===== src/verilog/sm83Pkg.sv =====
`default_nettype none

package sm83Pkg;

	// One master's bus request
	typedef struct packed {
		logic [15:0] addr;
		logic [7:0] wdata;
		logic we;                  // High for a write
	} busReqT;

	// Opcode byte, read whole or split into x/y/z fields
	typedef union packed {
		logic [7:0] raw;
		struct packed {
			logic [1:0] x;
			logic [2:0] y;         // ALU operation in the 8-bit ALU group
			logic [2:0] z;
		} f;
	} opcodeU;

	// Same order as the y field of the ALU group
	typedef enum logic [2:0] {
		aluAdd, aluAdc, aluSub, aluSbc, aluAnd, aluXor, aluOr, aluCp
	} aluOpE;

	typedef struct packed {
		logic z;
		logic n;
		logic h;
		logic c;
	} flagsT;

	localparam logic [15:0] addrSerial = 16'hFF01;  // SB
	localparam logic [15:0] addrIf = 16'hFF0F;
	localparam logic [15:0] addrIe = 16'hFFFF;
	localparam logic [15:0] addrDma = 16'hFF46;
	localparam logic [15:0] oamBase = 16'h0E00;     // DMA destination
	localparam int dmaLength = 16;
	localparam int irqCount = 5;
	localparam logic [15:0] vectorBase = 16'h0040;
	localparam int ramBytes = 4096;
	localparam logic [15:0] resetSp = 16'h0FFE;

endpackage

`default_nettype wire

===== src/verilog/busArbiter.sv =====
`timescale 1ns/100ps
`default_nettype none

module busArbiter (
	input wire sm83Pkg::busReqT coreReq,
	input wire logic coreRequest,
	input wire sm83Pkg::busReqT dmaReq,
	input wire logic dmaRequest,
	output logic coreGrant,
	output logic dmaGrant,
	output sm83Pkg::busReqT memReq,
	output logic memValid
);

	assign dmaGrant = dmaRequest;                  // DMA has fixed priority
	assign coreGrant = coreRequest && !dmaRequest;
	assign memValid = dmaGrant || coreGrant;
	assign memReq = dmaGrant ? dmaReq : coreReq;   // Winner's request to memory

endmodule

`default_nettype wire


===== config.mk =====
export PLATFORM = sky130hd
export DESIGN_NAME = busArbiter
export DESIGN_NICKNAME = d
export VERILOG_FILES = /design/src/verilog/sm83Pkg.sv /design/src/verilog/busArbiter.sv
export SDC_FILE = /design/constraint.sdc
export NUM_CORES = 1
export LEC_CHECK = 0
export BUFFER_PORTS_ARGS = -buffer_cell sky130_fd_sc_hd__buf_4
export CAP_MARGIN = 20
export CORE_UTILIZATION = 24
export DETAILED_ROUTE_END_ITERATION = 16
export PLACE_DENSITY = 0.89
export REMOVE_ABC_BUFFERS = 1
export SYNTH_ARGS = -nofsm -noshare
export SYNTH_HDL_FRONTEND = slang
export SYNTH_SLANG_ARGS = --single-unit

===== constraint.sdc =====
create_clock -name vclk -period 0.8
set_clock_uncertainty 0.2 [all_clocks]
set_input_delay 0.04 -clock vclk [all_inputs]
set_output_delay 0.04 -clock vclk [all_outputs]
set_load 0.1 [all_outputs]

==> run_results.csv <==
group,metric,value,unit
die,start_util,0.267,
timing,slew_headroom,0.816,
timing,final_max_slew_viol_count,0,
finish,area_delta_synth_final,245,%
drt,route.detailed.drc,5,
timing,period_minus_slack,0.899,ns
drt,dr.pass1.iters,10,
die,core_area,1580,um^2
die,dieArea,1920,um^2
timing,fin_crit_sh,1.12,
power_and_ir_drop,powerDensity,1220,nW/um^2
hold_path,hold_path.class,"in -> out",
drt,routed.top_layer,"met4",
placed_design,numPortBuffers,80,
finish,most-common-layout-cells,"buf_4 (51), buf_12 (26), mux2_4 (25)",
logic_synthesis,ys_seq_area_frac,0,
run_status,violations,"design-rule violations, negative setup slack",
timing,setup_ws,-0.0994,ns
timing,hold_viol_final,0,
drt,wl,2.32,mm
power_and_ir_drop,clkPwrFrac,0,
worst_setup_path,cp_cell_sequence,"buf_16, mux2_4, buf_12",
worst_setup_path,cp.required,0.56,ns
global_routing,grt_pass1_wl,3.46,mm
timing,worst_slew_pin_slew,0.278,ns
power_and_ir_drop,leakage,0.765,nW
drt,met3_length,195,um
power_and_ir_drop,p_sw_frac,0.570,
die,die_w,43.9,um
finish,register_area,0,um^2
timing,fmax,1110,MHz
die,io_pins,80,
die,row_count,14,
worst_setup_path,cp_slowest_stage_delay,0.32,ns
die,dieHeight,43.9,um
finish,seq_cells,0,
logic_synthesis,synth_top_area_share,0.643,
power_and_ir_drop,vdd_ir_drop_max,867,uV
logic_synthesis,synth.yosys.warnings,0,
timing,fin_hold_ws,0.210,ns
global_routing,antenna_found_initial,0,
drt,wl_met1,684,um
drt,routedWlPerCell,18.4,um
logic_synthesis,syn_avg_cell_area,13.6,um^2
power_and_ir_drop,switching_power,1.01,mW
worst_setup_path,cp_max_fo,7,
logic_synthesis,synth.largest_area_cell,"mux2_4",
finish,drive_gt1_frac,1.00,
logic_synthesis,synth_cell_types,7,
timing,rsz0062_at_grt,"yes",
finish,fin_nets,164,
drt,wl_met2,1.39,mm
logic_synthesis,synth_area_leaders,"mux2_4 (64%), mux2_2 (19%), buf_12 (9.5%)",
power_and_ir_drop,seqPwrFrac,0,
clocking,cts_setup_buffers,0,
drt,vias_per_cell,4.70,
worst_setup_path,startpoint,"dmaRequest",
timing,fin_tns_setup,-2.18,ns
power_and_ir_drop,pwr-share-comb,1.000,
logic_synthesis,synth_cells,31,
worst_setup_path,crit_slowest_cell,"mux2_4",
drt,vias,592,
hold_path,min_from,"dmaRequest",
global_routing,grt_start_max_net_pins,8,
worst_setup_path,crit_type,"in -> out",
finish,clkbuf_count,0,
global_routing,grtUsageTotal,0.244,
power_and_ir_drop,p_int,763,uW
global_routing,grt_overflow,0,
drt,antenna_left,0,
finish,design_area,1450,um^2
drt,drtIter0Drc,6,
clocking,cts_hold_buf,0,
run_status,status,"complete, but fails checks",
finish,num_antenna_cells,0,
finish,final_common_cell,"buf_4",
worst_setup_path,cp-start-kind,"input port",
worst_setup_path,worstPathArrival,0.66,ns
run,max_cap_viol_count,0,
global_routing,grt_pass1_vias,708,
placed_design,dp_slack,-0.467,ns
timing,setup_viol,26,
finish,n_fill_cell,61,
placed_design,placed_area,982,um^2
logic_synthesis,netlist_area,420,um^2
worst_setup_path,end_kind,"primary output",
placed_design,gp_congestion,0.707,
## area by class of cell
| class | count | area [um^2] | share of cell area |
|---|---|---|---|
| multi-input combinational | 27 | 393 | 0.271 |
| tap | 16 | 20.0 | 0.0138 |
| timing repair buffer | 83 | 1040 | 0.715 |
## Yosys cell counts
cell	number
buf_6	1
mux2_2	7
buf_12	2
mux2_4	18
nor2b_1	1
or2_2	1
buf_4	1
## power by group through the flow
stage                     combinational, mW  sequential, mW  clock (mW)
final                                  1.77               0           0
after global routing                   1.81               0           0
after floorplan                       0.953               0           0
after detailed placement               1.35               0           0
after global placement                 1.34               0           0
after CTS                              1.75               0           0
## kinds of logic after synthesis
group,after synthesis,synth area share
muxes,25,0.830
and+or+nand+nor,2,0.0298
buffers and inverters,4,0.140
## critical path: cells and delay by family
kind	cells	cell delay [ns]
multiplexers	1	0.32
buffers and inverters	2	0.29
## final timing paths
kind	to	slack, ns	cells after the start
max	memReq[16]	-0.1	3
min	coreGrant	0.21	3
## what timing repair did
item / CTS / global route
gates resized for setup: 94 / 2
setup endpoints to repair: 28 / 27
gates cloned: 3 / 0
endpoints found under the hold margin: 0 / 0
pin swaps: 1 / 0
## per-layer routing
metal  track usage  vias up
met5             0        -
met4        0.0303        0
met3        0.0375        4
met2         0.537       47
met1         0.232      265
li1              -      276
## through the flow
| step | utilization | power [mW] | instances |
|---|---|---|---|
| floorplan | - | 0.953 | 27 |
| global placement | 0.623 | 1.34 | 123 |
| detailed placement | 0.623 | 1.35 | 123 |
| CTS | 0.915 | 1.75 | 126 |
| global route | 0.919 | 1.81 | 126 |
| finish | 0.919 | 1.77 | 126 |
No activity file was read; power rests on OpenSTA's default activity.
