File: config.mk
export PLATFORM = sky130hd
export DESIGN_NAME = irqControl
export DESIGN_NICKNAME = d
export VERILOG_FILES = /design/src/verilog/sm83Pkg.sv /design/src/verilog/irqControl.sv
export SDC_FILE = /design/constraint.sdc
export NUM_CORES = 1
export LEC_CHECK = 0
export BUFFER_PORTS_ARGS = -buffer_cell sky130_fd_sc_hd__buf_2
export CORE_UTILIZATION = 35
export CTS_CLUSTER_SIZE = 8
export DETAILED_ROUTE_END_ITERATION = 16
export MAX_ROUTING_LAYER = met4
export PLACE_DENSITY = 0.7
export SYNTH_ARGS = -nofsm -noshare
export SYNTH_HDL_FRONTEND = slang
export SYNTH_SLANG_ARGS = --single-unit
File: constraint.sdc
create_clock -name clk -period 1.1 [get_ports clk]
set_input_delay 0.22 -clock clk [delete_from_list [all_inputs] [get_ports clk]]
set_output_delay 0.22 -clock clk [all_outputs]
set_load 0.005 [all_outputs]
File: src/verilog/sm83Pkg.sv
`default_nettype none

package sm83Pkg;

	// One master's bus request
	typedef struct packed {
		logic [15:0] addr;
		logic [7:0] wdata;
		logic we;                  // High for a write
	} busReqT;

	// Opcode byte, read whole or split into x/y/z fields
	typedef union packed {
		logic [7:0] raw;
		struct packed {
			logic [1:0] x;
			logic [2:0] y;         // ALU operation in the 8-bit ALU group
			logic [2:0] z;
		} f;
	} opcodeU;

	// Same order as the y field of the ALU group
	typedef enum logic [2:0] {
		aluAdd, aluAdc, aluSub, aluSbc, aluAnd, aluXor, aluOr, aluCp
	} aluOpE;

	typedef struct packed {
		logic z;
		logic n;
		logic h;
		logic c;
	} flagsT;

	localparam logic [15:0] addrSerial = 16'hFF01;  // SB
	localparam logic [15:0] addrIf = 16'hFF0F;
	localparam logic [15:0] addrIe = 16'hFFFF;
	localparam logic [15:0] addrDma = 16'hFF46;
	localparam logic [15:0] oamBase = 16'h0E00;     // DMA destination
	localparam int dmaLength = 16;
	localparam int irqCount = 5;
	localparam logic [15:0] vectorBase = 16'h0040;
	localparam int ramBytes = 4096;
	localparam logic [15:0] resetSp = 16'h0FFE;

endpackage

`default_nettype wire
File: src/verilog/irqControl.sv
`timescale 1ns/100ps
`default_nettype none

module irqControl (
	input wire logic clk,
	input wire logic reset,
	input wire logic [sm83Pkg::irqCount-1:0] irqTrig,
	input wire logic regWrite,
	input wire logic regSelIe,
	input wire logic [7:0] wdata,
	output logic [sm83Pkg::irqCount-1:0] ifValue,
	output logic [sm83Pkg::irqCount-1:0] ieValue,
	output logic irqValid,
	output logic [2:0] irqPending,
	input wire logic irqAck
);

	logic [sm83Pkg::irqCount-1:0] trigPrev, ifReg, ieReg, edges, active, ackMask;

	assign edges = irqTrig & ~trigPrev;  // Rising edges only
	assign active = ifReg & ieReg;
	assign irqValid = |active;
	assign ifValue = ifReg;
	assign ieValue = ieReg;

	always_comb begin
		irqPending = 3'd0;
		for (int i = sm83Pkg::irqCount - 1; i >= 0; i--) begin
			if (active[i])
				irqPending = 3'(i);  // Lowest line wins
		end
		ackMask = '0;
		if (irqAck)
			ackMask[irqPending] = 1'b1;
	end

	always_ff @(posedge clk) begin
		if (reset) begin
			trigPrev <= '0;
			ifReg <= '0;
			ieReg <= '0;
		end else begin
			trigPrev <= irqTrig;
			if (regWrite && regSelIe)
				ieReg <= wdata[sm83Pkg::irqCount-1:0];
			if (regWrite && !regSelIe)
				ifReg <= (wdata[sm83Pkg::irqCount-1:0] | edges) & ~ackMask;
			else
				ifReg <= (ifReg | edges) & ~ackMask;  // Ack clears the served line
		end
	end

	// Core only acknowledges a live request
	ackLive: assert property (@(posedge clk) disable iff (reset) irqAck |-> irqValid);

endmodule

`default_nettype wire

==> metrics.txt, run 1 <==
Antenna Violating Nets Remaining 0; reg2reg path depth 7; clock slew at reported path FFs 0.10 ns; io pins 32; Syn Nets 88; Tmin final 1.48 ns; total CTS buffers 3; Worst Path Arrival 1.26 ns; uppermost routed layer met3; CTS tree done; P per Cell Area 1050 nW/um^2; Worst Setup EP irqPending[0]; # nets final 142; hold_buf cts 0; Yosys Warn Count 0; outcome complete, but fails checks; share of cells above drive strength 1 64.2%; DP Area 916 um^2; Final Skew 0.00585 ns; IR drop worst, VDD 1020 uV; worst-margin pin slew 0.312 ns; Highest Clock Rate 675 MHz; CTS Root Cell clkbuf_4; critical path's top delay family flip-flops; crit-path cells buf_6, a32o_2, and2_4, buf_6; H-tree lvl count 1; Buf+Inv Stages, Crit Path 2; ant diodes 0; GRT Overall Usage 20.8%; Avg WL per Cell 12.8 um; period utilization 135%; detailed placer's ending HPWL 1.27 mm; Slew headroom 79.2%; Via density 4.71; Clock Latency Late Sink 0.29 ns; Post-Syn Area 649 um^2; min-delay worst type input pin to flop; worst reg-to-reg setup slack -0.33 ns; setup ws final -0.382 ns; die width 45.1 um; initial antenna violation count 0; Total Wirelength 1.89 mm; Rows 15; Starting DRT DRC Count 22; Worst Setup SP ieValue[3]$_SDFFE_PP0P_; DRC 0; Worst EP required 0.88 ns; delay of the slowest critical-path stage 0.34 ns; Max clock buf depth 2; Slowest-stage cell, CP dfxtp_2; DIE AREA 2030 um^2; DR vias 697; R2R Path End ifValue[4]$_SDFF_PP0_; Core Area 1730 um^2; Seq cells post-synth 15; total gr overflow 0; syn avg cell area 9.28 um^2; startpoint types flop; most frequent cells in the layout buf_2, buf_6, buf_4; crit-path max FO 2; Distinct cells, synth 21; filler cell count in the final layout 147; starting density of the core 37.6%; Met1 Routed Length 853 um; CP Depth 4; most used cell, CP buf_6; CP Class flop to output pin; DR pass1 iterations 4; post-layout util 68.3%; vias in the first global route 687; LEAKAGE 0.000569 uW; global-route wire length before repair 2.90 mm; final instance area 1180 um^2; reg2reg start ieValue[3]$_SDFFE_PP0P_; gpl congestion 0.796; CP Capture Type output pin; final hold violation count 0; CTS sink count 15; synthesis-to-layout area growth 81.5%; met2 WL post-DR 947 um; largest net degree at the start of global routing 16; RSZ-0062 raised after global routing true; failing checks setup timing; final hold slack 0.152 ns; Max Cap Violations 0; setup violators final 9; met3 wire length 89 um; Die Ht 45.1 um; final-report max-slew violation count 0; Port Buf Inserts 28; Syn Inst Count 70; Seq/Total Area, Yosys 46.2%
worst register-to-register path, stage by stage, from the launching register on:
cell	delay, ns
dfxtp_2	0.34
buf_6	0.11
a32o_2	0.27
buf_6	0.12
buf_6	0.10
buf_6	0.10
a21boi_4	0.19
a221oi_2	0.09
layout make-up:
class	count	area, um^2	area share (%)
clock buffers	3	22.5	1.91
clock inverters	1	7.51	0.637
inverters	1	3.75	0.318
multi-input cells	52	392	33.2
flip-flops and latches	15	313	26.5
well taps	25	31.3	2.65
repair buffers	51	409	34.7
cells by family (layout without fill, tap and decap cells):
group           count (synthesis)  after routing  share of synthesized area [%]
simple gates                   31             31                           23.7
flops                          15             15                           46.2
buf+inv                         3             56                           2.89
mux                             5              5                           8.48
compound gates                 16             16                           18.7
registers in the layout, indices dropped and copies added (netlist names):
signal / cells
ieValue: 5
trigPrev: 5
ifValue: 5
timing repair:
| item | 4_1_cts | 5_1_grt |
|---|---|---|
| endpoints found under the setup margin | 12 | 15 |
| pin swaps | 8 | 5 |
| gates resized for setup | 33 | 13 |
| setup buffers | 6 | 7 |
Yosys cell counts:
| library cell | number | area [um^2] |
|---|---|---|
| clkbuf_1 | 1 | 3.75 |
| nand4_1 | 1 | 6.26 |
| dfxtp_1 | 15 | 300 |
| buf_6 | 1 | 11.3 |
| a21boi_0 | 1 | 7.51 |
| mux2_4 | 1 | 15.0 |
| a21o_1 | 1 | 7.51 |
| a22oi_1 | 1 | 7.51 |
| inv_1 | 1 | 3.75 |
| nor2b_1 | 5 | 31.3 |
| nand3_1 | 6 | 30.0 |
| a311oi_2 | 1 | 15.0 |
| nand2b_1 | 5 | 31.3 |
| nand2_1 | 11 | 41.3 |
| and2_1 | 1 | 6.26 |
| mux2i_1 | 4 | 40.0 |
| a221oi_1 | 4 | 35.0 |
| a21oi_1 | 6 | 30.0 |
| nor2_1 | 2 | 7.51 |
| a32o_1 | 1 | 10.0 |
| a21oi_2 | 1 | 8.76 |
worst min path at each step:
stage,startpoint,to,slack [ns],depth (start not counted)
6_report,irqTrig[1],trigPrev[1]$_SDFF_PP0_,0.15,2
5_1_grt,irqAck,ifValue[1]$_SDFF_PP0_,0.15,2
4_1_cts,irqTrig[1],trigPrev[1]$_SDFF_PP0_,0.15,2
3_5_place_dp,irqTrig[1],trigPrev[1]$_SDFF_PP0_,0.45,2
3_3_place_gp,irqTrig[0],trigPrev[0]$_SDFF_PP0_,0.45,2
2_1_floorplan,reset,trigPrev[0]$_SDFF_PP0_,0.29,1
power by group:
| part | leakage, uW | switching, uW | internal, uW |
|---|---|---|---|
| clock | 0.0000139 | 192 | 138 |
| sequential | 0.000127 | 25.3 | 579 |
| combinational | 0.000428 | 121 | 178 |
metrics by stage:
stage,cells,total power (uW),TNS (ns),setup WS (ns)
finish,148,1230,-2.58,-0.382
detailed placement,135,825,-0.719,-0.125
global route,148,1290,-3.07,-0.436
floorplan,70,704,0,0.0133
CTS,145,1220,-1.88,-0.380
global placement,135,818,-0.573,-0.0929
layer usage:
metal | vias to the layer above | GRT usage [%]
met4 | 0 | 4.24
met3 | 0 | 7.20
li1 | 358 | -
met2 | 24 | 34.2
met1 | 315 | 24.4
met5 | - | -
(Power assumes the default switching activity.)
==> inputs of run 2 (changes only) <==
Settings changed: CORE_ASPECT_RATIO set to 1.1.
==> run 2 against run 1 <==
Effect of this change: the run still ends with setup timing left; sequential cell count unchanged; routed wire length decreased by 6.3%; sequential power decreased by 0.7%; global-route usage decreased by 2.5 points; count of clock-buffer cells in the layout increased by 1; combinational power decreased by 7.7%.
==> metrics.txt, run 2 (synthesis gave the netlist of run 1 again) <==
outcome complete, but fails checks (unchanged); failing checks setup timing (unchanged); Antenna Violating Nets Remaining 0 (unchanged); clock slew at reported path FFs 0.09 ns (was 0.10 ns); hold_buf cts 0 (unchanged); DIE AREA 2030 um^2 (about the same); initial antenna violation count 0 (unchanged); Final Skew 0.00346 ns (was 0.00585 ns); Tmin final 1.50 ns (was 1.48 ns); crit-path max FO 2 (unchanged); CTS sink count 15 (unchanged); CTS Root Cell clkbuf_4 (unchanged); ant diodes 0 (unchanged); DP Area 906 um^2 (was 916 um^2); Worst EP required 0.88 ns (about the same); min-delay worst type input pin to flop (unchanged); P per Cell Area 1110 nW/um^2 (was 1050 nW/um^2); LEAKAGE 0.000533 uW (was 0.000569 uW); Worst Setup SP ifValue[3]$_SDFF_PP0_ (was ieValue[3]$_SDFFE_PP0P_); total gr overflow 0 (unchanged); CP Class flop to output pin (unchanged); delay of the slowest critical-path stage 0.34 ns (about the same); Slew headroom 79.1% (was 79.2%); Total Wirelength 1.77 mm (was 1.89 mm); setup violators final 9 (unchanged); share of cells above drive strength 1 59.3% (was 64.2%); global-route wire length before repair 2.57 mm (was 2.90 mm); startpoint types flop (unchanged); # nets final 137 (was 142); RSZ-0062 raised after global routing true (unchanged); synthesis-to-layout area growth 66.9% (was 81.5%); critical path's top delay family flip-flops (unchanged); final hold violation count 0 (unchanged); H-tree lvl count 1 (unchanged); Clock Latency Late Sink 0.29 ns (about the same); filler cell count in the final layout 135 (was 147); CTS tree done (unchanged); io pins 32 (unchanged); GRT Overall Usage 18.2% (was 20.8%); die width 43.1 um (was 45.1 um); Via density 5.24 (was 4.71); reg2reg start ifValue[3]$_SDFF_PP0_ (was ieValue[3]$_SDFFE_PP0P_); Port Buf Inserts 28 (unchanged); most common cell after layout, fill and taps aside buf_2; total negative slack -1.76 ns (was -2.58 ns); Avg WL per Cell 13.1 um (was 12.8 um); largest net degree at the start of global routing 16 (unchanged); worst-margin pin slew 0.314 ns (was 0.312 ns); Die Ht 47.2 um (was 45.1 um); most frequent cells in the layout buf_2, buf_6, buf_4 (unchanged); IR drop worst, VDD 777 uV (was 1020 uV); Total Power 1200 uW (was 1230 uW); final-report max-slew violation count 0 (unchanged); setup ws final -0.400 ns (was -0.382 ns); DR pass1 iterations 4 (unchanged); Rows 15 (unchanged); Buf+Inv Stages, Crit Path 2 (unchanged); CP Capture Type output pin (unchanged); Highest Clock Rate 667 MHz (was 675 MHz); Slowest-stage cell, CP dfxtp_2 (unchanged); DR vias 707 (was 697); crit-path cells buf_6, a32o_2, and2_4, buf_2 (was buf_6, a32o_2, and2_4, buf_6); starting density of the core 39.3% (was 37.6%); total CTS buffers 3 (unchanged); gpl congestion 0.809 (was 0.796); Hold Startpoint irqTrig[4] (was irqTrig[1]); Max Cap Violations 0 (unchanged); Max clock buf depth 2 (unchanged); final instance area 1080 um^2 (was 1180 um^2); period utilization 136% (was 135%); Core Area 1650 um^2 (was 1730 um^2); vias in the first global route 577 (was 687); Starting DRT DRC Count 12 (was 22); DRC 0 (unchanged); detailed placer's ending HPWL 1.20 mm (was 1.27 mm); Worst Path Arrival 1.28 ns (was 1.26 ns)
-- run 2: changes by cell type in the layout (fill, tap and decap cells not counted), moves of 3 or more --
cell,change
nand2_2,-3
nand2_1,+3
buf_6,-9
buf_4,+3
-- run 2: where the power goes --
part,total (uW),switching (uW),internal [uW]
Sequential,601,21.8,579
Clock,323,182,141
Combinational,276,115,161
-- run 2: final cells by class --
cell class	count	area (um^2)	share of cell area, %
multi-input combinational	52	384	35.5
timing repair buffer	46	335	30.9
sequential	15	313	28.9
clock buffer	4	26.3	2.42
tap	17	21.3	1.96
inverter	1	3.75	0.346
-- run 2: worst reg2reg max path: cells and delay by family, from the launching register on --
family	cells	cell delay [ns]
compound gates	2	0.45
flops	1	0.34
buf+inv	3	0.34
simple gates	1	0.15
-- run 2: layer usage --
metal / share of wire [%] / global-route usage (%) / wire length [um]
met5: 0 / - / 0
met4: 2.4 / 10.9 / 42
met3: 5.5 / 3.46 / 97
met2: 48 / 25.2 / 845
met1: 44 / 24.7 / 785
-- run 2: through the flow --
stage	std cells	setup slack [ns]	hold WS [ns]	util, %
after floorplan	70	0.0133	0.292	-
after global placement	127	-0.0979	0.451	54.8
after detailed placement	127	-0.109	0.455	54.8
after CTS	134	-0.394	0.145	59.9
after global routing	135	-0.444	0.163	65.6
final	135	-0.400	0.154	65.6
-- run 2: timing repair --
| item | CTS | global route |
|---|---|---|
| pin swaps | 4 | 7 |
| gates resized for setup | 11 | 20 |
| setup buffers | 3 | 2 |
| endpoints found under the setup margin | 10 | 15 |
-- run 2: worst paths after layout --
kind              slack (ns)  cells after the start                       to
setup / recovery       -0.40                      4            irqPending[0]
hold / removal          0.15                      2   trigPrev[4]$_SDFF_PP0_
setup reg to reg       -0.26                      6    ifValue[3]$_SDFF_PP0_
hold reg to reg         0.49                      2  ieValue[4]$_SDFFE_PP0P_
