[config.mk]
export PLATFORM = sky130hd
export DESIGN_NAME = oamDma
export DESIGN_NICKNAME = d
export VERILOG_FILES = /design/src/verilog/sm83Pkg.sv /design/src/verilog/oamDma.sv
export SDC_FILE = /design/constraint.sdc
export NUM_CORES = 1
export LEC_CHECK = 0
export BUFFER_PORTS_ARGS = -buffer_cell sky130_fd_sc_hd__clkbuf_2
export CORE_MARGIN = 1.5
export CORE_UTILIZATION = 34
export CTS_CLUSTER_DIAMETER = 80
export DETAILED_ROUTE_END_ITERATION = 16
export PLACE_DENSITY = 0.71
export SLEW_MARGIN = 20
export SYNTH_ARGS = -nofsm -noshare
export SYNTH_HDL_FRONTEND = slang
export SYNTH_SLANG_ARGS = --single-unit
[constraint.sdc]
create_clock -name clk -period 1.1 [get_ports clk]
set_clock_uncertainty 0.05 [all_clocks]
set_input_delay 0.055 -clock clk [delete_from_list [all_inputs] [get_ports clk]]
set_output_delay 0.055 -clock clk [all_outputs]
set_load 0.03 [all_outputs]
[src/verilog/sm83Pkg.sv]
`default_nettype none

package sm83Pkg;

	// One master's bus request
	typedef struct packed {
		logic [15:0] addr;
		logic [7:0] wdata;
		logic we;                  // High for a write
	} busReqT;

	// Opcode byte, read whole or split into x/y/z fields
	typedef union packed {
		logic [7:0] raw;
		struct packed {
			logic [1:0] x;
			logic [2:0] y;         // ALU operation in the 8-bit ALU group
			logic [2:0] z;
		} f;
	} opcodeU;

	// Same order as the y field of the ALU group
	typedef enum logic [2:0] {
		aluAdd, aluAdc, aluSub, aluSbc, aluAnd, aluXor, aluOr, aluCp
	} aluOpE;

	typedef struct packed {
		logic z;
		logic n;
		logic h;
		logic c;
	} flagsT;

	localparam logic [15:0] addrSerial = 16'hFF01;  // SB
	localparam logic [15:0] addrIf = 16'hFF0F;
	localparam logic [15:0] addrIe = 16'hFFFF;
	localparam logic [15:0] addrDma = 16'hFF46;
	localparam logic [15:0] oamBase = 16'h0E00;     // DMA destination
	localparam int dmaLength = 16;
	localparam int irqCount = 5;
	localparam logic [15:0] vectorBase = 16'h0040;
	localparam int ramBytes = 4096;
	localparam logic [15:0] resetSp = 16'h0FFE;

endpackage

`default_nettype wire
[src/verilog/oamDma.sv]
`timescale 1ns/100ps
`default_nettype none

module oamDma (
	input wire logic clk,
	input wire logic reset,
	input wire logic start,
	input wire logic [7:0] sourcePage,
	output sm83Pkg::busReqT busReq,
	output logic busRequest,
	input wire logic busGrant,
	input wire logic [7:0] rdata
);

	logic busy, writePhase;
	logic [$clog2(sm83Pkg::dmaLength)-1:0] index;
	logic [7:0] page;           // Source high byte

	assign busRequest = busy;
	assign busReq.addr = writePhase ? sm83Pkg::oamBase + 16'(index) : {page, 8'(index)};
	assign busReq.wdata = rdata;  // Read result lands in the write cycle
	assign busReq.we = writePhase;

	always_ff @(posedge clk) begin
		if (reset) begin
			busy <= 1'b0;
			writePhase <= 1'b0;
			index <= '0;
		end else if (start) begin
			busy <= 1'b1;
			writePhase <= 1'b0;
			index <= '0;
		end else if (busy && busGrant) begin
			writePhase <= !writePhase;
			if (writePhase) begin
				index <= index + 1'b1;
				busy <= (int'(index) != sm83Pkg::dmaLength - 1);  // Done after last write
			end
		end
	end

	always_ff @(posedge clk)
		if (start) page <= sourcePage;

	// Restart only comes from the core, which is locked out while copying
	noRestart: assert property (@(posedge clk) disable iff (reset) start |-> !busy);

endmodule

`default_nettype wire

==> results by stage, run 1 <==
Synth:
- The fraction of the yosys area taken by sequential cells is 55.8%.
- The register bit total from synthesis is 14.
- The share of the synthesized area in the top cell type is 37.2%.
- The cell taking the most area after synthesis is sky130_fd_sc_hd__edfxtp_1.
- The synthesized netlist occupies a cell area of 646 µm².
- The post-synthesis area per instance is 11.1 µm².
- The number of warnings printed during yosys synthesis is 0.
- The synthesized netlist cell count is 58.
- The number of library cell types mapped by synthesis is 19.
- Sorting the synthesized cells by area gives the leading types as sky130_fd_sc_hd__edfxtp_1, sky130_fd_sc_hd__dfxtp_1, sky130_fd_sc_hd__buf_4, sky130_fd_sc_hd__nor2b_1, sky130_fd_sc_hd__xor2_1.

Finish:
- The summed area of non-filler cells in the final layout is 0.00100 mm².
- The fraction of layout instances using a drive strength above 1 is 56.5%.
- The net count of the finished layout is 114.
- Compared with the post-synthesis result, the final layout area differs by 55.0%.
- The number of standard cells in the final layout excluding fillers is 117.
- 0 antenna diodes ended up in the layout.
- In the layout the commonest cells are sky130_fd_sc_hd__clkbuf_2, sky130_fd_sc_hd__dlygate4sd3_1, sky130_fd_sc_hd__edfxtp_1.
- The utilization after layout is 57.3%.
- The most frequent standard cell in the layout excluding fill and tap cells is sky130_fd_sc_hd__clkbuf_2.

Critical path:
- The endpoint identified for the worst register-to-register timing path is index[3].
- The critical path start-end classification is flip-flop to primary output.
- The worst setup path is captured at a primary output.
- The worst reg-to-reg setup slack is -0.02 ns.
- The worst endpoint required time is 1.00 ns.
- In this run the worst setup path begins at writePhase.
- The maximum fanout along the worst path is 7.
- The path depth of the worst reg2reg path is 4.
- The worst setup path is launched from a flip-flop.
- The launch instance of the worst register-to-register path is writePhase.
- For the worst setup path, the data arrival time is 1.12 ns.

Clocking:
- The number of clock buffers inserted by TritonCTS is 3.
- After clock tree synthesis, the clock-pin slew on the worst setup and hold paths is 0.08 ns.
- In this run the number of H-tree levels came out at 1.
- The number of buffers between clock root and the deepest sink is 2.
- The tree built by TritonCTS fans out to 14 sinks.
- TritonCTS built the clock tree.
- The tree is rooted in a sky130_fd_sc_hd__clkbuf_4.
- The clock network latency to the later pin of the worst-skew pair is 0.28 ns.

Floorplan:
- 46 I/O pins were placed.
- In this run the horizontal extent of the chip is 46.6 µm.
- The die covers 0.00217 mm².
- From bottom edge to top edge, the die measures 46.6 µm.
- The row count is 15.
- The floorplan step defined a core boundary enclosing 0.00175 mm².
- The starting utilization of the core area is 37.0%.

Power:
- For this design the static power due to leakage is 0.434 nW.
- IR analysis of the VDD net gives a maximum drop of 0.662 mV.
- Dividing total power by cell area gives a power density of 1150 mW/mm².

Global routing:
- Across every metal layer, demand over resource in global routing totals 13.3%.
- After global routing, the most crowded layer is met2.
- The overflow left after global routing is 0.
- The routing usage on met2 is 25.0%.
- The via count of the first global-routing pass is 477.
- The first global-routing pass estimated 1940 µm of wire.
- Entering global routing, the biggest net connects 10 pins.
- For this run, global-route usage on met3 was measured as 3.53%.
- The met1 global-route usage is 13.6%.
- The number of antenna violations at the first check in global routing is 0.

STA:
- Hold is met by 0.0600 ns.
- After routing, the total negative slack on setup checks comes to -0.880 ns.
- The worst path uses 112% of the clock period.
- The setup-violating endpoint count in the final report is 9.
- The number of failing hold endpoints at the final stage is 0.
- Subtracting the final worst setup slack from the clock period gives 1.23 ns.
- The worst setup slack after layout is -0.129 ns.
- The highest attainable clock frequency is 814 MHz.
- Setup repair after global routing could not meet its margin everywhere.
- The number of slew-limit violations in the final report is 0.

Outcome:
- The flow ran to the end, but the final reports show violations.
- The checks that failed: negative setup slack.

Route:
- The post-route DRC violation count is 0.
- The mean routed wirelength per cell is 12.1 µm.
- The routed design has 1410 µm of wire.
- After the first detailed-routing iteration, the DRC count stood at 7.
- The number of nets with antenna violations after detailed routing is 0.
- Dividing the detail-routed via count by the number of cells gives 4.15.
- Summing over every cut layer, the via total after detailed routing is 486.
- For this run, the detailed router's first-pass iteration total came to 4.

Min path:
- For hold timing, the worst endpoint is busReq[8].
- The tightest min-delay check is of the primary input to primary output type.
- The worst hold path begins at rdata[7].
- The worst hold path was traced through 0 stages.

Place:
- The cell area after placement is 753 µm².
- Once detailed placement completed, the half-perimeter wirelength came to 878 µm.
- At the end of routability-driven placement, the weighted congestion stood at 0.707.
- The placed instance count is 101.
- The total of buffers placed on input and output ports is 25.

Run:
- Max-cap violations in this run came to 0.
worst max-delay path by stage:
| stage | end | slack, ns | cells past startpoint |
|---|---|---|---|
| floorplan | index[3] | -0.007 | 3 |
| global placement | busReq[18] | 0.04 | 3 |
| detailed placement | index[3] | 0.002 | 3 |
| CTS | busReq[23] | -0.14 | 4 |
| global route | busReq[23] | -0.17 | 4 |
| finish | busReq[21] | -0.13 | 4 |
worst max-delay path, cell delays in order, from the launching register on:
cell	delay [ns]
sky130_fd_sc_hd__dfxtp_2	0.33
sky130_fd_sc_hd__buf_6	0.13
sky130_fd_sc_hd__buf_6	0.12
sky130_fd_sc_hd__nor2b_2	0.13
sky130_fd_sc_hd__buf_6	0.14
cell usage after synthesis:
master / count
sky130_fd_sc_hd__edfxtp_1: 8
sky130_fd_sc_hd__ha_1: 1
sky130_fd_sc_hd__a21oi_1: 1
sky130_fd_sc_hd__nor3_1: 2
sky130_fd_sc_hd__nand3_2: 1
sky130_fd_sc_hd__buf_2: 1
sky130_fd_sc_hd__or2_2: 4
sky130_fd_sc_hd__mux2i_1: 1
sky130_fd_sc_hd__o21ai_0: 1
sky130_fd_sc_hd__nand3_1: 1
sky130_fd_sc_hd__or3_1: 1
sky130_fd_sc_hd__dfxtp_1: 6
sky130_fd_sc_hd__xor2_1: 3
sky130_fd_sc_hd__buf_4: 13
sky130_fd_sc_hd__nor2b_1: 5
sky130_fd_sc_hd__nand2_1: 2
sky130_fd_sc_hd__nor2_1: 5
sky130_fd_sc_hd__conb_1: 1
sky130_fd_sc_hd__nand4_1: 1
power breakdown:
part	internal, W	switching [W]
logic	0.000126	0.000135
clock network	0.000141	0.000159
registers	0.000577	0.0000101
registers in the layout, summed over array words and instances, names as in the netlist:
| name | cells |
|---|---|
| page | 8 |
| busRequest | 1 |
| writePhase | 1 |
| index | 4 |
cell families after synthesis:
kind of cell,after synthesis,share of synthesized area [%]
buffers and inverters,14,15.9
multiplexers,1,1.55
XOR/XNOR,3,4.07
other,1,0.581
AND/OR/NAND/NOR,22,18.6
AO/OA/AOI/OAI,2,1.55
adder cells (fa/ha/maj),1,1.94
flip-flops,14,55.8
metal layers:
metal / wire length, µm / part of all wire (%) / vias up
met2: 725 / 51 / 24
li1: - / - / 241
met5: 0 / 0 / -
met4: 0 / 0 / 0
met1: 563 / 40 / 221
met3: 121 / 8.6 / 0
final cells by class:
type / instances / area [µm²]
Fill cell: 156 / 744
Sequential cell: 14 / 374
Timing Repair Buffer: 41 / 329
Multi-Input combinational cell: 33 / 240
Tap cell: 25 / 31.3
Clock buffer: 4 / 26.3
metrics by stage:
stage                     total power (W)  setup WS, ns
after floorplan                  0.000776      -0.00723
after global placement           0.000772        0.0418
after detailed placement         0.000774       0.00208
after CTS                         0.00114        -0.141
after global routing              0.00120        -0.175
final                             0.00115        -0.129
timing repair:
| action | CTS | global route |
|---|---|---|
| hold endpoints to repair | 9 | 0 |
| endpoints found under the setup margin | 10 | 11 |
| resized for setup | 18 | 20 |
| gates cloned | 0 | 0 |
| hold buffers | 9 | 0 |
| pin swaps | 4 | 3 |
| buffers inserted | 2 | 1 |
No activity file was read; power rests on OpenSTA's default activity.
==> run 2, diff against run 1 <==
CTS_BUF_LIST = sky130_fd_sc_hd__clkbuf_16   (was unset)
==> results by stage, run 2 (synthesized netlist as in run 1, its figures left out) <==
Outcome:
- The run finished, with violations left.
- The checks that failed: negative setup slack.

STA:
- Setup repair after global routing could not meet its margin everywhere.
- The number of failing hold endpoints at the final stage is 0 (unchanged).
- The setup TNS is -0.623 ns (+0.257 ns).
- The worst setup slack after layout is -0.0966 ns (+0.0323 ns).
- The setup-violating endpoint count in the final report is 8 (-1).
- The shortest clock period the worst path allows after layout is 1.20 ns (-0.0323 ns).
- The final hold slack is 0.0600 ns (unchanged).
- The number of slew-limit violations in the final report was 0 (unchanged).
- The highest attainable clock frequency is 836 MHz (+2.7%).
- The ratio of final minimum period to clock period is 109% (-2.9 points).

Finish:
- The number of flip-flops under the largest register name came to 8 (unchanged).
- The utilization after layout is 60.1% (+2.8 points).
- In the layout the commonest cells are sky130_fd_sc_hd__clkbuf_2, sky130_fd_sc_hd__dlygate4sd3_1, sky130_fd_sc_hd__edfxtp_1.
- The number of fill cells in the layout is 151 (-3.2%).
- The summed area of non-filler cells in the final layout was 0.00105 mm² (+4.9%).
- The net count of the finished layout is 113 (-0.88%).
- The fraction of layout instances using a drive strength above 1 was 54.9% (-1.6 points).
- The register with the most flip-flops in the final layout is page.
- The total inserted antenna cells is 0 (unchanged).
- The largest registers in the layout are page (8), index (4).
- Leaving out fill and tap cells, the most frequent cell in the layout is sky130_fd_sc_hd__clkbuf_2.
- The synthesis-to-layout area growth is 62.6%.

Critical path:
- The most repeated library cell on the critical path is sky130_fd_sc_hd__buf_6.
- The family with the most delay on the worst path is buffers and inverters.
- The biggest cell delay along the critical path is 0.34 ns (about the same).
- STA classifies the critical path startpoint as a flip-flop.
- The launch instance of the worst register-to-register path is writePhase.
- The critical path data arrival time came to 1.09 ns (-0.03 ns).
- The worst reg-to-reg setup slack is -0.07 ns (-0.05 ns).
- The critical path goes through buf_6 > buf_6 > nor2b_2 > buf_6.
- The path depth of the worst reg2reg path is 4 (unchanged).
- The maximum fanout along the worst path was 7 (unchanged).
- The critical path start-end classification is flip-flop to primary output.
- The endpoint of the lowest-slack register-to-register path is index[3].
- The worst path buffer plus inverter count is 3 (unchanged).
- STA classifies the critical path endpoint as a primary output.
- The worst endpoint required time came to 1.00 ns (about the same).
- The critical path's slowest cell is sky130_fd_sc_hd__dfxtp_4.

Floorplan:
- The starting utilization of the core area is 37.0% (unchanged).
- The core area came to 0.00175 mm² (unchanged).
- The die outline area is 0.00217 mm² (unchanged).
- The row count is 15 (unchanged).
- The y dimension of the die was 46.6 µm (unchanged).
- The width of the chip is 46.6 µm (unchanged).
- The number of top-level design ports is 46 (unchanged).

Run:
- The number of max-capacitance violations reported is 0 (unchanged).

Route:
- The total iterations of the first detailed-routing run is 4 (unchanged).
- The wire length on met1 is 598 µm (+6.2%).
- The via density per instance was 4.29 (+3.4%).
- The length of routed met3 wiring is 112 µm (-7.4%).
- The highest metal layer with signal wires is met4.
- The via total after detailed routing is 498 (+2.5%).
- The DRC violation total after the first TritonRoute iteration is 8 (+1).
- The post-route DRC violation count is 0 (unchanged).
- The routed length on met2 was 770 µm (+6.2%).
- The mean routed wirelength per cell was 12.9 µm (+6.8%).
- The final wirelength is 1490 µm (+5.9%).
- The number of nets with antenna violations after detailed routing is 0 (unchanged).

Global routing:
- The overflow left after global routing is 0 (unchanged).
- The number of antenna violations at the first check in global routing was 0 (unchanged).
- The via count of the first global-routing pass is 466 (-2.3%).
- The wire length of the first global-routing pass came to 1930 µm (-0.67%).
- The global-route usage over all layers came to 13.3% (+0.070 points).
- The largest net degree at the start of global routing came to 10 (unchanged).

Clocking:
- The clock-pin slew of the registers on the worst-case setup and hold paths is 0.04 ns (-0.04 ns).
- The clock net sink count is 14 (unchanged).
- The number of buffers between clock root and the deepest sink is 2 (unchanged).
- The H-tree level count came to 1 (unchanged).
- The clock network latency to the later pin of the worst-skew pair is 0.24 ns (-0.04 ns).
- The CTS tree is built.
- The number of clock buffers inserted by TritonCTS is 3 (unchanged).
- The root buffer cell chosen for the clock tree is sky130_fd_sc_hd__clkbuf_16.

Power:
- The leakage power of the design is 0.455 nW (+4.8%).
- The highest ir drop seen on vdd came to 0.724 mV (+9.4%).
- The power density over the cells is 1450 mW/mm² (+27%).

Place:
- The post-place setup slack is 0.00208 ns (unchanged).
- The placed wire-length estimate after detailed placement is 878 µm (unchanged).
- The total of buffers placed on input and output ports is 25 (unchanged).
- The weighted congestion reported at the end of routability-driven placement came to 0.707 (unchanged).
- The cell area after placement is 753 µm² (unchanged).

Min path:
- The worst hold path terminates at busReq[4].
- The number of cells traversed by the worst hold path is 0 (unchanged).
- In this run the most critical hold path is launched from rdata[3].
- In this run the worst hold path is classified as primary input to primary output.
==> run 2: changes by cell type in the layout (fill, tap and decap cells not counted), sizes merged <==
cell and change:
buf -1, clkbuf -1, inv +1
==> run 2: worst reg2reg max path: cells and delay by family, from the launching register on <==
kind	cells	cell delay [ns]
AND/OR/NAND/NOR	2	0.45
flip-flops	1	0.34
AO/OA/AOI/OAI	1	0.14
buffers and inverters	1	0.12
==> run 2: how the worst max path moves through the flow <==
stage,from,to,depth (start not counted)
floorplan,busRequest,index[3],3
global placement,writePhase,busReq[18],3
detailed placement,writePhase,index[3],3
CTS,writePhase,busReq[23],4
global route,writePhase,busReq[23],4
finish,writePhase,busReq[21],4
==> run 2: area by class of cell <==
type                            instances  area, µm²  share of cell area (%)
Multi-Input combinational cell         33        238                    22.6
Tap cell                               25       31.3                    2.98
Timing Repair Buffer                   40        325                    31.0
Sequential cell                        14        377                    35.9
Clock inverter                          1       3.75                   0.358
Clock buffer                            3       75.1                    7.15
==> run 2: power by group <==
part | switching [W] | internal (W)
sequential | 0.0000108 | 0.000578
clock | 0.000199 | 0.000479
combinational | 0.000135 | 0.000125
==> run 2: metal layers <==
layer  up-vias  global-route usage [%]
met2        28                    24.7
met5         -                       0
met1       229                    14.0
li1        239                       -
met4         0                    5.14
met3         2                    3.53
==> run 2: repair_timing <==
action | CTS | global route
endpoints found under the setup margin | 10 | 12
hold buffers | 9 | 0
buffers inserted | 2 | 0
endpoints found under the hold margin | 9 | 0
resized for setup | 19 | 20
pin swaps | 4 | 5
==> run 2: per-stage QoR <==
step / std cells / power (W)
after floorplan: 61 / 0.000776
after global placement: 101 / 0.000772
after detailed placement: 101 / 0.000774
after CTS: 116 / 0.00152
after global routing: 116 / 0.00159
final: 116 / 0.00153
