===== src/verilog/sm83Pkg.sv =====
`default_nettype none

package sm83Pkg;

	// One master's bus request
	typedef struct packed {
		logic [15:0] addr;
		logic [7:0] wdata;
		logic we;                  // High for a write
	} busReqT;

	// Opcode byte, read whole or split into x/y/z fields
	typedef union packed {
		logic [7:0] raw;
		struct packed {
			logic [1:0] x;
			logic [2:0] y;         // ALU operation in the 8-bit ALU group
			logic [2:0] z;
		} f;
	} opcodeU;

	// Same order as the y field of the ALU group
	typedef enum logic [2:0] {
		aluAdd, aluAdc, aluSub, aluSbc, aluAnd, aluXor, aluOr, aluCp
	} aluOpE;

	typedef struct packed {
		logic z;
		logic n;
		logic h;
		logic c;
	} flagsT;

	localparam logic [15:0] addrSerial = 16'hFF01;  // SB
	localparam logic [15:0] addrIf = 16'hFF0F;
	localparam logic [15:0] addrIe = 16'hFFFF;
	localparam logic [15:0] addrDma = 16'hFF46;
	localparam logic [15:0] oamBase = 16'h0E00;     // DMA destination
	localparam int dmaLength = 16;
	localparam int irqCount = 5;
	localparam logic [15:0] vectorBase = 16'h0040;
	localparam int ramBytes = 4096;
	localparam logic [15:0] resetSp = 16'h0FFE;

endpackage

`default_nettype wire

===== src/verilog/sm83Core.sv =====
`timescale 1ns/100ps
`default_nettype none

module sm83Core (
	input wire logic clk,
	input wire logic reset,
	output sm83Pkg::busReqT busReq,
	output logic busRequest,
	input wire logic busGrant,
	input wire logic [7:0] rdata,
	input wire logic irqValid,
	input wire logic [2:0] irqPending,
	output logic irqAck
);

	typedef enum logic [3:0] {
		sFetch, sImm, sAddrLo, sAddrHi, sMemRead, sMemWrite, sPopLo, sPopHi,
		sIntA, sIntB, sPushHi, sPushLo, sHalt, sBoundary
	} stateE;

	stateE state;
	logic dataPhase;            // Second cycle of a granted access
	logic accessState;
	logic [15:0] pc, sp, addrReg;
	logic [7:0] acc, aluResult;
	sm83Pkg::flagsT flags, aluFlags;
	sm83Pkg::opcodeU ir, fetched;
	logic ime, eiDelay;         // EI lands one instruction late
	logic [2:0] irqLine;

	assign fetched = rdata;
	assign accessState = !(state inside {sIntA, sIntB, sHalt, sBoundary});
	assign busRequest = accessState && !dataPhase;
	assign irqAck = (state == sBoundary) && ime && irqValid;  // Dispatch starts here

	sm83Alu alu (
		.op(sm83Pkg::aluOpE'(ir.f.y)),
		.a(acc), .b(rdata), .carryIn(flags.c),
		.result(aluResult), .flags(aluFlags)
	);

	always_comb begin
		busReq = '{addr: pc, wdata: acc, we: 1'b0};  // Fetch and operand reads
		case (state)
			sMemRead: busReq.addr = addrReg;
			sMemWrite: begin
				busReq.addr = addrReg;
				busReq.we = 1'b1;
			end
			sPopLo, sPopHi: busReq.addr = sp;
			sPushHi, sPushLo: begin
				busReq.addr = sp - 16'd1;  // Pre-decrement push
				busReq.wdata = (state == sPushHi) ? pc[15:8] : pc[7:0];
				busReq.we = 1'b1;
			end
			default: ;
		endcase
	end

	always_ff @(posedge clk) begin
		if (reset) begin
			state <= sFetch;
			dataPhase <= 1'b0;
			pc <= 16'h0000;
			sp <= sm83Pkg::resetSp;
			flags <= '0;
			ime <= 1'b0;
			eiDelay <= 1'b0;
		end else if (busRequest) begin
			dataPhase <= busGrant;  // Holds while the DMA owns the bus
		end else begin
			dataPhase <= 1'b0;
			case (state)
				sFetch: begin
					ir <= fetched;
					pc <= pc + 16'd1;
					state <= sBoundary;  // EI, DI and NOP-like bytes
					if (fetched.raw == 8'h3E || (fetched.f.x == 2'd3 && fetched.f.z == 3'd6))
						state <= sImm;     // LD A,d8 or ALU d8
					else if (fetched.raw inside {8'hC3, 8'hEA, 8'hFA})
						state <= sAddrLo;
					else if (fetched.raw == 8'h76)
						state <= sHalt;
					else if (fetched.raw == 8'hD9)
						state <= sPopLo;   // RETI
					if (fetched.raw == 8'hFB)
						eiDelay <= 1'b1;
					if (fetched.raw == 8'hF3) begin
						ime <= 1'b0;
						eiDelay <= 1'b0;
					end
				end
				sImm: begin
					pc <= pc + 16'd1;
					state <= sBoundary;
					if (ir.raw == 8'h3E) begin
						acc <= rdata;
					end else begin
						acc <= aluResult;  // CP hands back A unchanged
						flags <= aluFlags;
					end
				end
				sAddrLo: begin
					addrReg[7:0] <= rdata;
					pc <= pc + 16'd1;
					state <= sAddrHi;
				end
				sAddrHi: begin
					addrReg[15:8] <= rdata;
					pc <= pc + 16'd1;
					state <= (ir.raw == 8'hEA) ? sMemWrite : sMemRead;
					if (ir.raw == 8'hC3) begin
						pc <= {rdata, addrReg[7:0]};  // JP a16
						state <= sBoundary;
					end
				end
				sMemRead: begin
					acc <= rdata;
					state <= sBoundary;
				end
				sMemWrite: state <= sBoundary;
				sPopLo: begin
					addrReg[7:0] <= rdata;
					sp <= sp + 16'd1;
					state <= sPopHi;
				end
				sPopHi: begin
					pc <= {rdata, addrReg[7:0]};
					sp <= sp + 16'd1;
					ime <= 1'b1;          // RETI enables at once
					state <= sBoundary;
				end
				sIntA: state <= sIntB;    // Two internal cycles
				sIntB: state <= sPushHi;
				sPushHi: begin
					sp <= sp - 16'd1;
					state <= sPushLo;
				end
				sPushLo: begin
					sp <= sp - 16'd1;
					pc <= sm83Pkg::vectorBase + {10'd0, irqLine, 3'b000};
					state <= sFetch;
				end
				sHalt: if (irqValid) state <= sBoundary;  // Wakes even with IME clear
				default: begin
					state <= sFetch;
					if (eiDelay) begin
						ime <= 1'b1;
						eiDelay <= 1'b0;
					end
					if (irqAck) begin
						ime <= 1'b0;
						irqLine <= irqPending;
						state <= sIntA;
					end
				end
			endcase
		end
	end

	// Arbiter back-pressure must not disturb a waiting request
	reqHeld: assert property (@(posedge clk) disable iff (reset)
		busRequest && !busGrant |=> busRequest && $stable(busReq));

endmodule

`default_nettype wire


===== src/verilog/sm83Alu.sv =====
`timescale 1ns/100ps
`default_nettype none

module sm83Alu (
	input wire sm83Pkg::aluOpE op,
	input wire logic [7:0] a,
	input wire logic [7:0] b,
	input wire logic carryIn,
	output logic [7:0] result,
	output sm83Pkg::flagsT flags
);

	logic cin;                  // Carry only for ADC and SBC
	logic subtract;
	logic [4:0] halfSum;        // Bit 4 is the half carry or borrow
	logic [8:0] fullSum;        // Bit 8 is the carry or borrow
	logic [7:0] value;

	assign cin = (op == sm83Pkg::aluAdc || op == sm83Pkg::aluSbc) ? carryIn : 1'b0;
	assign subtract = op inside {sm83Pkg::aluSub, sm83Pkg::aluSbc, sm83Pkg::aluCp};

	always_comb begin
		halfSum = {1'b0, a[3:0]} + {1'b0, b[3:0]} + {4'd0, cin};
		fullSum = {1'b0, a} + {1'b0, b} + {8'd0, cin};
		if (subtract) begin
			halfSum = {1'b0, a[3:0]} - {1'b0, b[3:0]} - {4'd0, cin};
			fullSum = {1'b0, a} - {1'b0, b} - {8'd0, cin};  // Wraps, so bit 8 is borrow
		end
		value = fullSum[7:0];
		flags.n = subtract;
		flags.h = halfSum[4];
		flags.c = fullSum[8];
		case (op)
			sm83Pkg::aluAnd: begin
				value = a & b;
				flags.h = 1'b1;        // AND always sets H
				flags.c = 1'b0;
			end
			sm83Pkg::aluXor: begin
				value = a ^ b;
				flags.h = 1'b0;
				flags.c = 1'b0;
			end
			sm83Pkg::aluOr: begin
				value = a | b;
				flags.h = 1'b0;
				flags.c = 1'b0;
			end
			default: ;
		endcase
		flags.z = (value == 8'd0);
		result = (op == sm83Pkg::aluCp) ? a : value;  // CP keeps A
	end

endmodule

`default_nettype wire


===== config.mk =====
export PLATFORM = sky130hd
export DESIGN_NAME = sm83Core
export DESIGN_NICKNAME = d
export VERILOG_FILES = /design/src/verilog/sm83Pkg.sv /design/src/verilog/sm83Core.sv /design/src/verilog/sm83Alu.sv
export SDC_FILE = /design/constraint.sdc
export NUM_CORES = 1
export LEC_CHECK = 0
export ABC_AREA = 1
export BUFFER_PORTS_ARGS = -buffer_cell sky130_fd_sc_hd__buf_2
export CORE_MARGIN = 2
export CORE_UTILIZATION = 46
export CTS_CLUSTER_DIAMETER = 80
export CTS_CLUSTER_SIZE = 14
export DETAILED_ROUTE_END_ITERATION = 7
export GPL_TIMING_DRIVEN = 0
export SETUP_SLACK_MARGIN = 0.1
export SLEW_MARGIN = 20
export SYNTH_ARGS = -nofsm -noshare
export SYNTH_HDL_FRONTEND = slang
export SYNTH_HIERARCHICAL = 1
export SYNTH_SLANG_ARGS = --single-unit

===== constraint.sdc =====
create_clock -name clk -period 3.8 [get_ports clk]
set_input_delay 0.19 -clock clk [delete_from_list [all_inputs] [get_ports clk]]
set_output_delay 0.19 -clock clk [all_outputs]
set_load 0.01 [all_outputs]

==> impl_metrics.toml, run 1 <==
[worst_setup_path]
path_class = "flop to flop"
slowest_delay_ns = 0.54
reg2reg_setup_slack_ns = 0.89
cp.buffers_inverters = 4
end_kind = "flop"
path_common_cell = "nand2_1"
path_cells = "buf_6, inv_2, nand3_1, fa_1, inv_1, ha_1, inv_1, nand2_1, nand2_1, nand2_1, nand2_1, nand3_1, nand3_1, nand3_1, nand2_1, o21ai_1, nor2_1, a21oi_1"
timing.rr.start = "ir[5]$_DFFE_PP_"
cp_slowest_cell = "fa_1"
r2r-end = "acc[7]$_DFFE_PP_"
critPathTopFamily = "simple AND/OR/NAND/NOR gates"
r2r_cells = 18
cp-start-kind = "flop"
arrival_ns = 3.01
cp_data_required_time_ns = 3.90
cp_max_fo = 8

[layout]
final_area_mm2 = 0.00741
fin_util_pct = 51.6
syn_to_final_growth_pct = 11.0
multi_input_area_mm2 = 0.00405
nets = 1178
layout-drive-gt1-share_pct = 9.37
fillers = 1579
regArea_mm2 = 0.00185
antenna_cells = 0

[power_and_ir_drop]
p_int_mw = 2.12
cellPowerDensity_mw_per_mm2 = 516
power.leakage_nw = 3.57
switchingPower_mw = 1.71
peakVddDrop_mv = 0.272
fin_total_pwr_mw = 3.83
seqPwrFrac_pct = 30.4
p_sw_share_pct = 44.6
p_comb_share_pct = 46.6
clkPwrFrac_pct = 23.0

[timing]
period_needed_ns = 2.91
slew_viol_final = 0
rsz0062_at_grt = "false"
slew_headroom_pct = 42.3
skew_ns = 0.0113
finalSetupViolations = 0
max_freq_mhz = 344
tightest_slew_ns = 0.866
finalCritPeriodShare_pct = 76.5
totalNegativeSetupSlack_ns = 0
hold_viol_final = 0

[drt]
vias = 7262
viasPerCell = 5.52
drtIter0Drc = 713
wl_per_cell_um = 17.1
routed_wl_um = 22500
postRouteAntennaNets = 0
dr.pass1.iters = 6
drc_errors = 0

[flow_run]
maxCapViolations = 0

[clock_network]
cts_tree = "built"
cts-htree-levels = 3
cts_root_buf = "clkbuf_16"
cts_buffers = 9
clkSinkCount = 75
post_cts_resize_count = 0
clk_pin_slew_ns = 0.06
clkLatencyLatePin_ns = 0.35
cts_setup_buffers = 0
clockBufferDepth = 2
cts_hold_buf = 0

[placed_design]
dpl_cell_area_mm2 = 0.00711
gp_congestion = 0.915
hpwl_um = 17300
io_buffers = 40

[global_route]
overflow = 0
grt_pass1_vias = 6656
grt_pass1_wl_um = 35400
antenna_found_initial = 0
grt_usage_pct = 29.0
grt_max_degree = 14

[yosys]
netlist_area_mm2 = 0.00668
syn_inst = 1074
syn_avg_cell_area_um2 = 6.22
syn-num-nets = 1126
yosys_warnings = 6

[hold_path]
hold_end = "irqLine[1]$_DFFE_PP_"
min_from = "irqPending[1]"
hp-class = "primary input to flop"
hold_path_depth = 1

[die]
core_area_mm2 = 0.0144
die_x_um = 125
dieArea_mm2 = 0.0155
num_rows = 44
initial_core_util_pct = 46.5
ios = 42
die-height_um = 125

[status]
status = "complete, no violations"
flip-flops by register name, summed over array words and instances (netlist names):
register   cells
state          4
pc            16
addrReg       16
ir             8
eiDelay        1
irqLine        3
ime            1
acc            8
sp            16
dataPhase      1
flags          1
area by class of cell:
| class | count | area share (%) |
|---|---|---|
| repair buffers | 41 | 2.83 |
| clock buffers | 10 | 3.09 |
| multi-input cells | 806 | 54.6 |
| well taps | 184 | 3.10 |
| inverters | 159 | 8.05 |
| plain buffers | 34 | 2.45 |
| clock inverters | 6 | 0.861 |
| flip-flops and latches | 75 | 25.0 |
through the flow:
| step | instances | hold slack [ns] | worst slack [ns] |
|---|---|---|---|
| final | 1315 | 0.0124 | 0.892 |
| after global routing | 1315 | 0.00485 | 0.586 |
| after CTS | 1314 | 0.00449 | 0.890 |
| after detailed placement | 1298 | 0.369 | 0.901 |
| after global placement | 1298 | 0.367 | 0.917 |
| after floorplan | 1074 | 0.289 | 1.39 |
how the worst max path moves through the flow:
| stage | start | end | slack, ns | cells after the start |
|---|---|---|---|---|
| after global routing | ir[5]$_DFFE_PP_ | acc[7]$_DFFE_PP_ | 0.59 | 19 |
| after floorplan | ir[5]$_DFFE_PP_ | acc[4]$_DFFE_PP_ | 1.39 | 15 |
| final | ir[5]$_DFFE_PP_ | acc[7]$_DFFE_PP_ | 0.89 | 18 |
| after detailed placement | ir[5]$_DFFE_PP_ | acc[7]$_DFFE_PP_ | 0.90 | 18 |
| after CTS | ir[5]$_DFFE_PP_ | acc[7]$_DFFE_PP_ | 0.89 | 18 |
| after global placement | ir[5]$_DFFE_PP_ | acc[7]$_DFFE_PP_ | 0.92 | 18 |
layer usage:
layer / up-vias / part of all wire (%) / GRT usage (%)
li1: 3600 / - / -
met1: 3311 / 45 / 39.4
met2: 292 / 45 / 45.5
met3: 59 / 7.3 / 5.93
met4: 0 / 3.2 / 11.3
met5: - / 0 / 0
worst register-to-register path, stage by stage (launching register included):
cell	delay, ns
edfxtp_1	0.48
buf_6	0.19
inv_2	0.07
nand3_1	0.12
fa_1	0.54
inv_1	0.06
ha_1	0.18
inv_1	0.05
nand2_1	0.08
nand2_1	0.07
nand2_1	0.08
nand2_1	0.10
nand3_1	0.07
nand3_1	0.11
nand3_1	0.11
nand2_1	0.10
o21ai_1	0.06
nor2_1	0.12
a21oi_1	0.06
layout by cell type (no fill, tap or decap), types with 3 or more instances in the layout:
master and count:
clkbuf_1 16, o21ai_1 17, nand3_1 123, nor2_1 129, buf_4 5, ha_1 33, o221ai_1 4, inv_1 146
nand2_2 9, inv_2 10, clkinv_1 4, or2_2 4, o21a_1 9, clkbuf_16 9, o22ai_1 3, nor3_1 4
dfxtp_1 40, nand3b_1 3, buf_2 50, edfxtp_1 35, a21oi_1 61, buf_6 3, o211ai_1 14, o2111ai_1 6
xor2_1 5, a22oi_1 8, nand2_1 304, nand4_1 13, o21ai_0 37, fa_1 4
power groups by stage:
stage,logic [mW],clock network (mW),registers (mW)
final,1.79,0.881,1.16
after global routing,2.00,0.923,1.18
after CTS,1.76,0.884,1.16
after detailed placement,1.75,0,1.18
after global placement,1.74,0,1.18
after floorplan,1.26,0,1.12
Note: power is estimated with default switching activity, not from simulation.
==> run 2: changes to the inputs <==
- clock period: 3.8 -> 3 ns (I/O delays scaled with it)
==> impl_metrics.toml, run 2 (synthesized netlist as in run 1, its figures left out) <==
[timing]
max_freq_mhz = 366
period_needed_ns = 2.73
skew_ns = 0.00853
slew_viol_final = 0
finalCritPeriodShare_pct = 91.1
hold_slack_ns = 0.0178
tightest_slew_ns = 0.843
rsz0062_at_grt = "true"
finalSetupViolations = 0
slew_headroom_pct = 43.8
hold_viol_final = 0
totalNegativeSetupSlack_ns = 0

[clock_network]
clk_pin_slew_ns = 0.06
cts_tree = "built"
clkLatencyLatePin_ns = 0.35
clockBufferDepth = 2
cts_buffers = 9
clkSinkCount = 75
cts-htree-levels = 3
cts_root_buf = "clkbuf_16"

[placed_design]
gp_congestion = 0.915
io_buffers = 40
hpwl_um = 17300

[power_and_ir_drop]
p_int_mw = 2.70
peakVddDrop_mv = 0.364
seqPwrFrac_pct = 30.2
cellPowerDensity_mw_per_mm2 = 650
p_sw_share_pct = 44.6
p_comb_share_pct = 47.0
switchingPower_mw = 2.18
power.leakage_nw = 3.61
clkPwrFrac_pct = 22.8

[layout]
layout-drive-gt1-share_pct = 10.6
antenna_cells = 0
syn_to_final_growth_pct = 12.4
nets = 1184
top_regs = "addrReg: 16 flops, pc: 16 flops, sp: 16 flops"
layout_common_cells = "299 x nand2_1, 145 x inv_1, 129 x nor2_1"
layout_commonest_cell = "nand2_1"

[worst_setup_path]
cp-start-kind = "flop"
path_common_cell = "nand2_2"
path_cells = "buf_6, inv_4, nand3_4, fa_1, buf_4, ha_1, inv_1, nand2_2, nand2_2, nand2_2, nand2_4, nand2_2, nand2_1, nand3_2, nand3_1, nand2_1, o21ai_1, nor2_1, a21oi_2"
cp.buffers_inverters = 4
critPathTopFamily = "simple AND/OR/NAND/NOR gates"
path_class = "flop to flop"
end_kind = "flop"
cp_slowest_cell = "fa_1"
slowest_delay_ns = 0.53
cp_data_required_time_ns = 3.10
arrival_ns = 2.83
cp_max_fo = 6

[drt]
drtIter0Drc = 749
dr.pass1.iters = 5
wl_per_cell_um = 17.1
drc_errors = 0
routed_wl_um = 22600
viasPerCell = 5.52
vias = 7297
postRouteAntennaNets = 0

[die]
ios = 42
dieArea_mm2 = 0.0155
initial_core_util_pct = 46.5
die-height_um = 125
num_rows = 44
core_area_mm2 = 0.0144
die_x_um = 125

[flow_run]
maxCapViolations = 0

[global_route]
overflow = 0
grt_max_degree = 14
grt_pass1_wl_um = 35500
grt_pass1_vias = 6684
antenna_found_initial = 0
grt_usage_pct = 29.1

[status]
status = "complete, no violations"

[hold_path]
hp-class = "primary input to flop"
run 2: path summary, 6_finish.rpt:
path         cells after the start              endpoint  slack, ns            startpoint
max                             19      acc[7]$_DFFE_PP_       0.27       ir[5]$_DFFE_PP_
min                              3  dataPhase$_SDFF_PP0_       0.02              busGrant
max reg2reg                     19      acc[7]$_DFFE_PP_       0.27       ir[5]$_DFFE_PP_
min reg2reg                      2  eiDelay$_SDFFE_PP0P_       0.49  eiDelay$_SDFFE_PP0P_
run 2: metal layers:
metal,global-route usage [%],vias to the layer above,wire [µm]
li1,-,3605,-
met1,39.4,3352,10000
met2,45.8,281,10000
met3,6.06,59,1700
met4,11.2,0,781
met5,0,-,0
run 2: through the flow:
step	instances	instance area, µm²	setup WS, ns	power [mW]	util [%]
floorplan	1074	6680	0.586	3.01	-
detailed placement	1298	7110	0.101	3.70	49.5
CTS	1318	7440	0.153	4.82	51.8
global route	1321	7510	0.0872	5.24	52.3
finish	1321	7510	0.267	4.88	52.3
global placement	1298	7110	0.117	3.70	49.5
run 2: cell type report:
type / count / area (µm²)
Clock buffer: 10 / 229
Clock inverter: 6 / 63.8
Inverter: 159 / 599
Fill cell: 1576 / 6860
Timing Repair Buffer: 47 / 260
Multi-Input combinational cell: 806 / 4100
Buffer: 34 / 181
Tap cell: 184 / 230
Sequential cell: 75 / 1850
run 2: power by group through the flow:
stage	clock [mW]	sequential [mW]	combinational (mW)
6_report	1.11	1.48	2.29
3_5_place_dp	0	1.49	2.22
2_1_floorplan	0	1.41	1.60
5_1_grt	1.17	1.49	2.57
3_3_place_gp	0	1.49	2.21
4_1_cts	1.12	1.47	2.24
run 2: worst reg2reg max path: stages (launching register included):
cell	delay, ns
edfxtp_1	0.44
buf_6	0.17
inv_4	0.07
nand3_4	0.07
fa_1	0.53
buf_4	0.11
ha_1	0.12
inv_1	0.04
nand2_2	0.07
nand2_2	0.05
nand2_2	0.10
nand2_4	0.06
nand2_2	0.05
nand2_1	0.05
nand3_2	0.08
nand3_1	0.09
nand2_1	0.11
o21ai_1	0.06
nor2_1	0.14
a21oi_2	0.04
run 2: repair_timing:
action	CTS	global route
hold buffers	3	0
gates cloned	0	0
pin swaps	0	6
resized for setup	0	13
setup endpoints to repair	1	4
hold endpoints to repair	3	0
buffers inserted	1	3
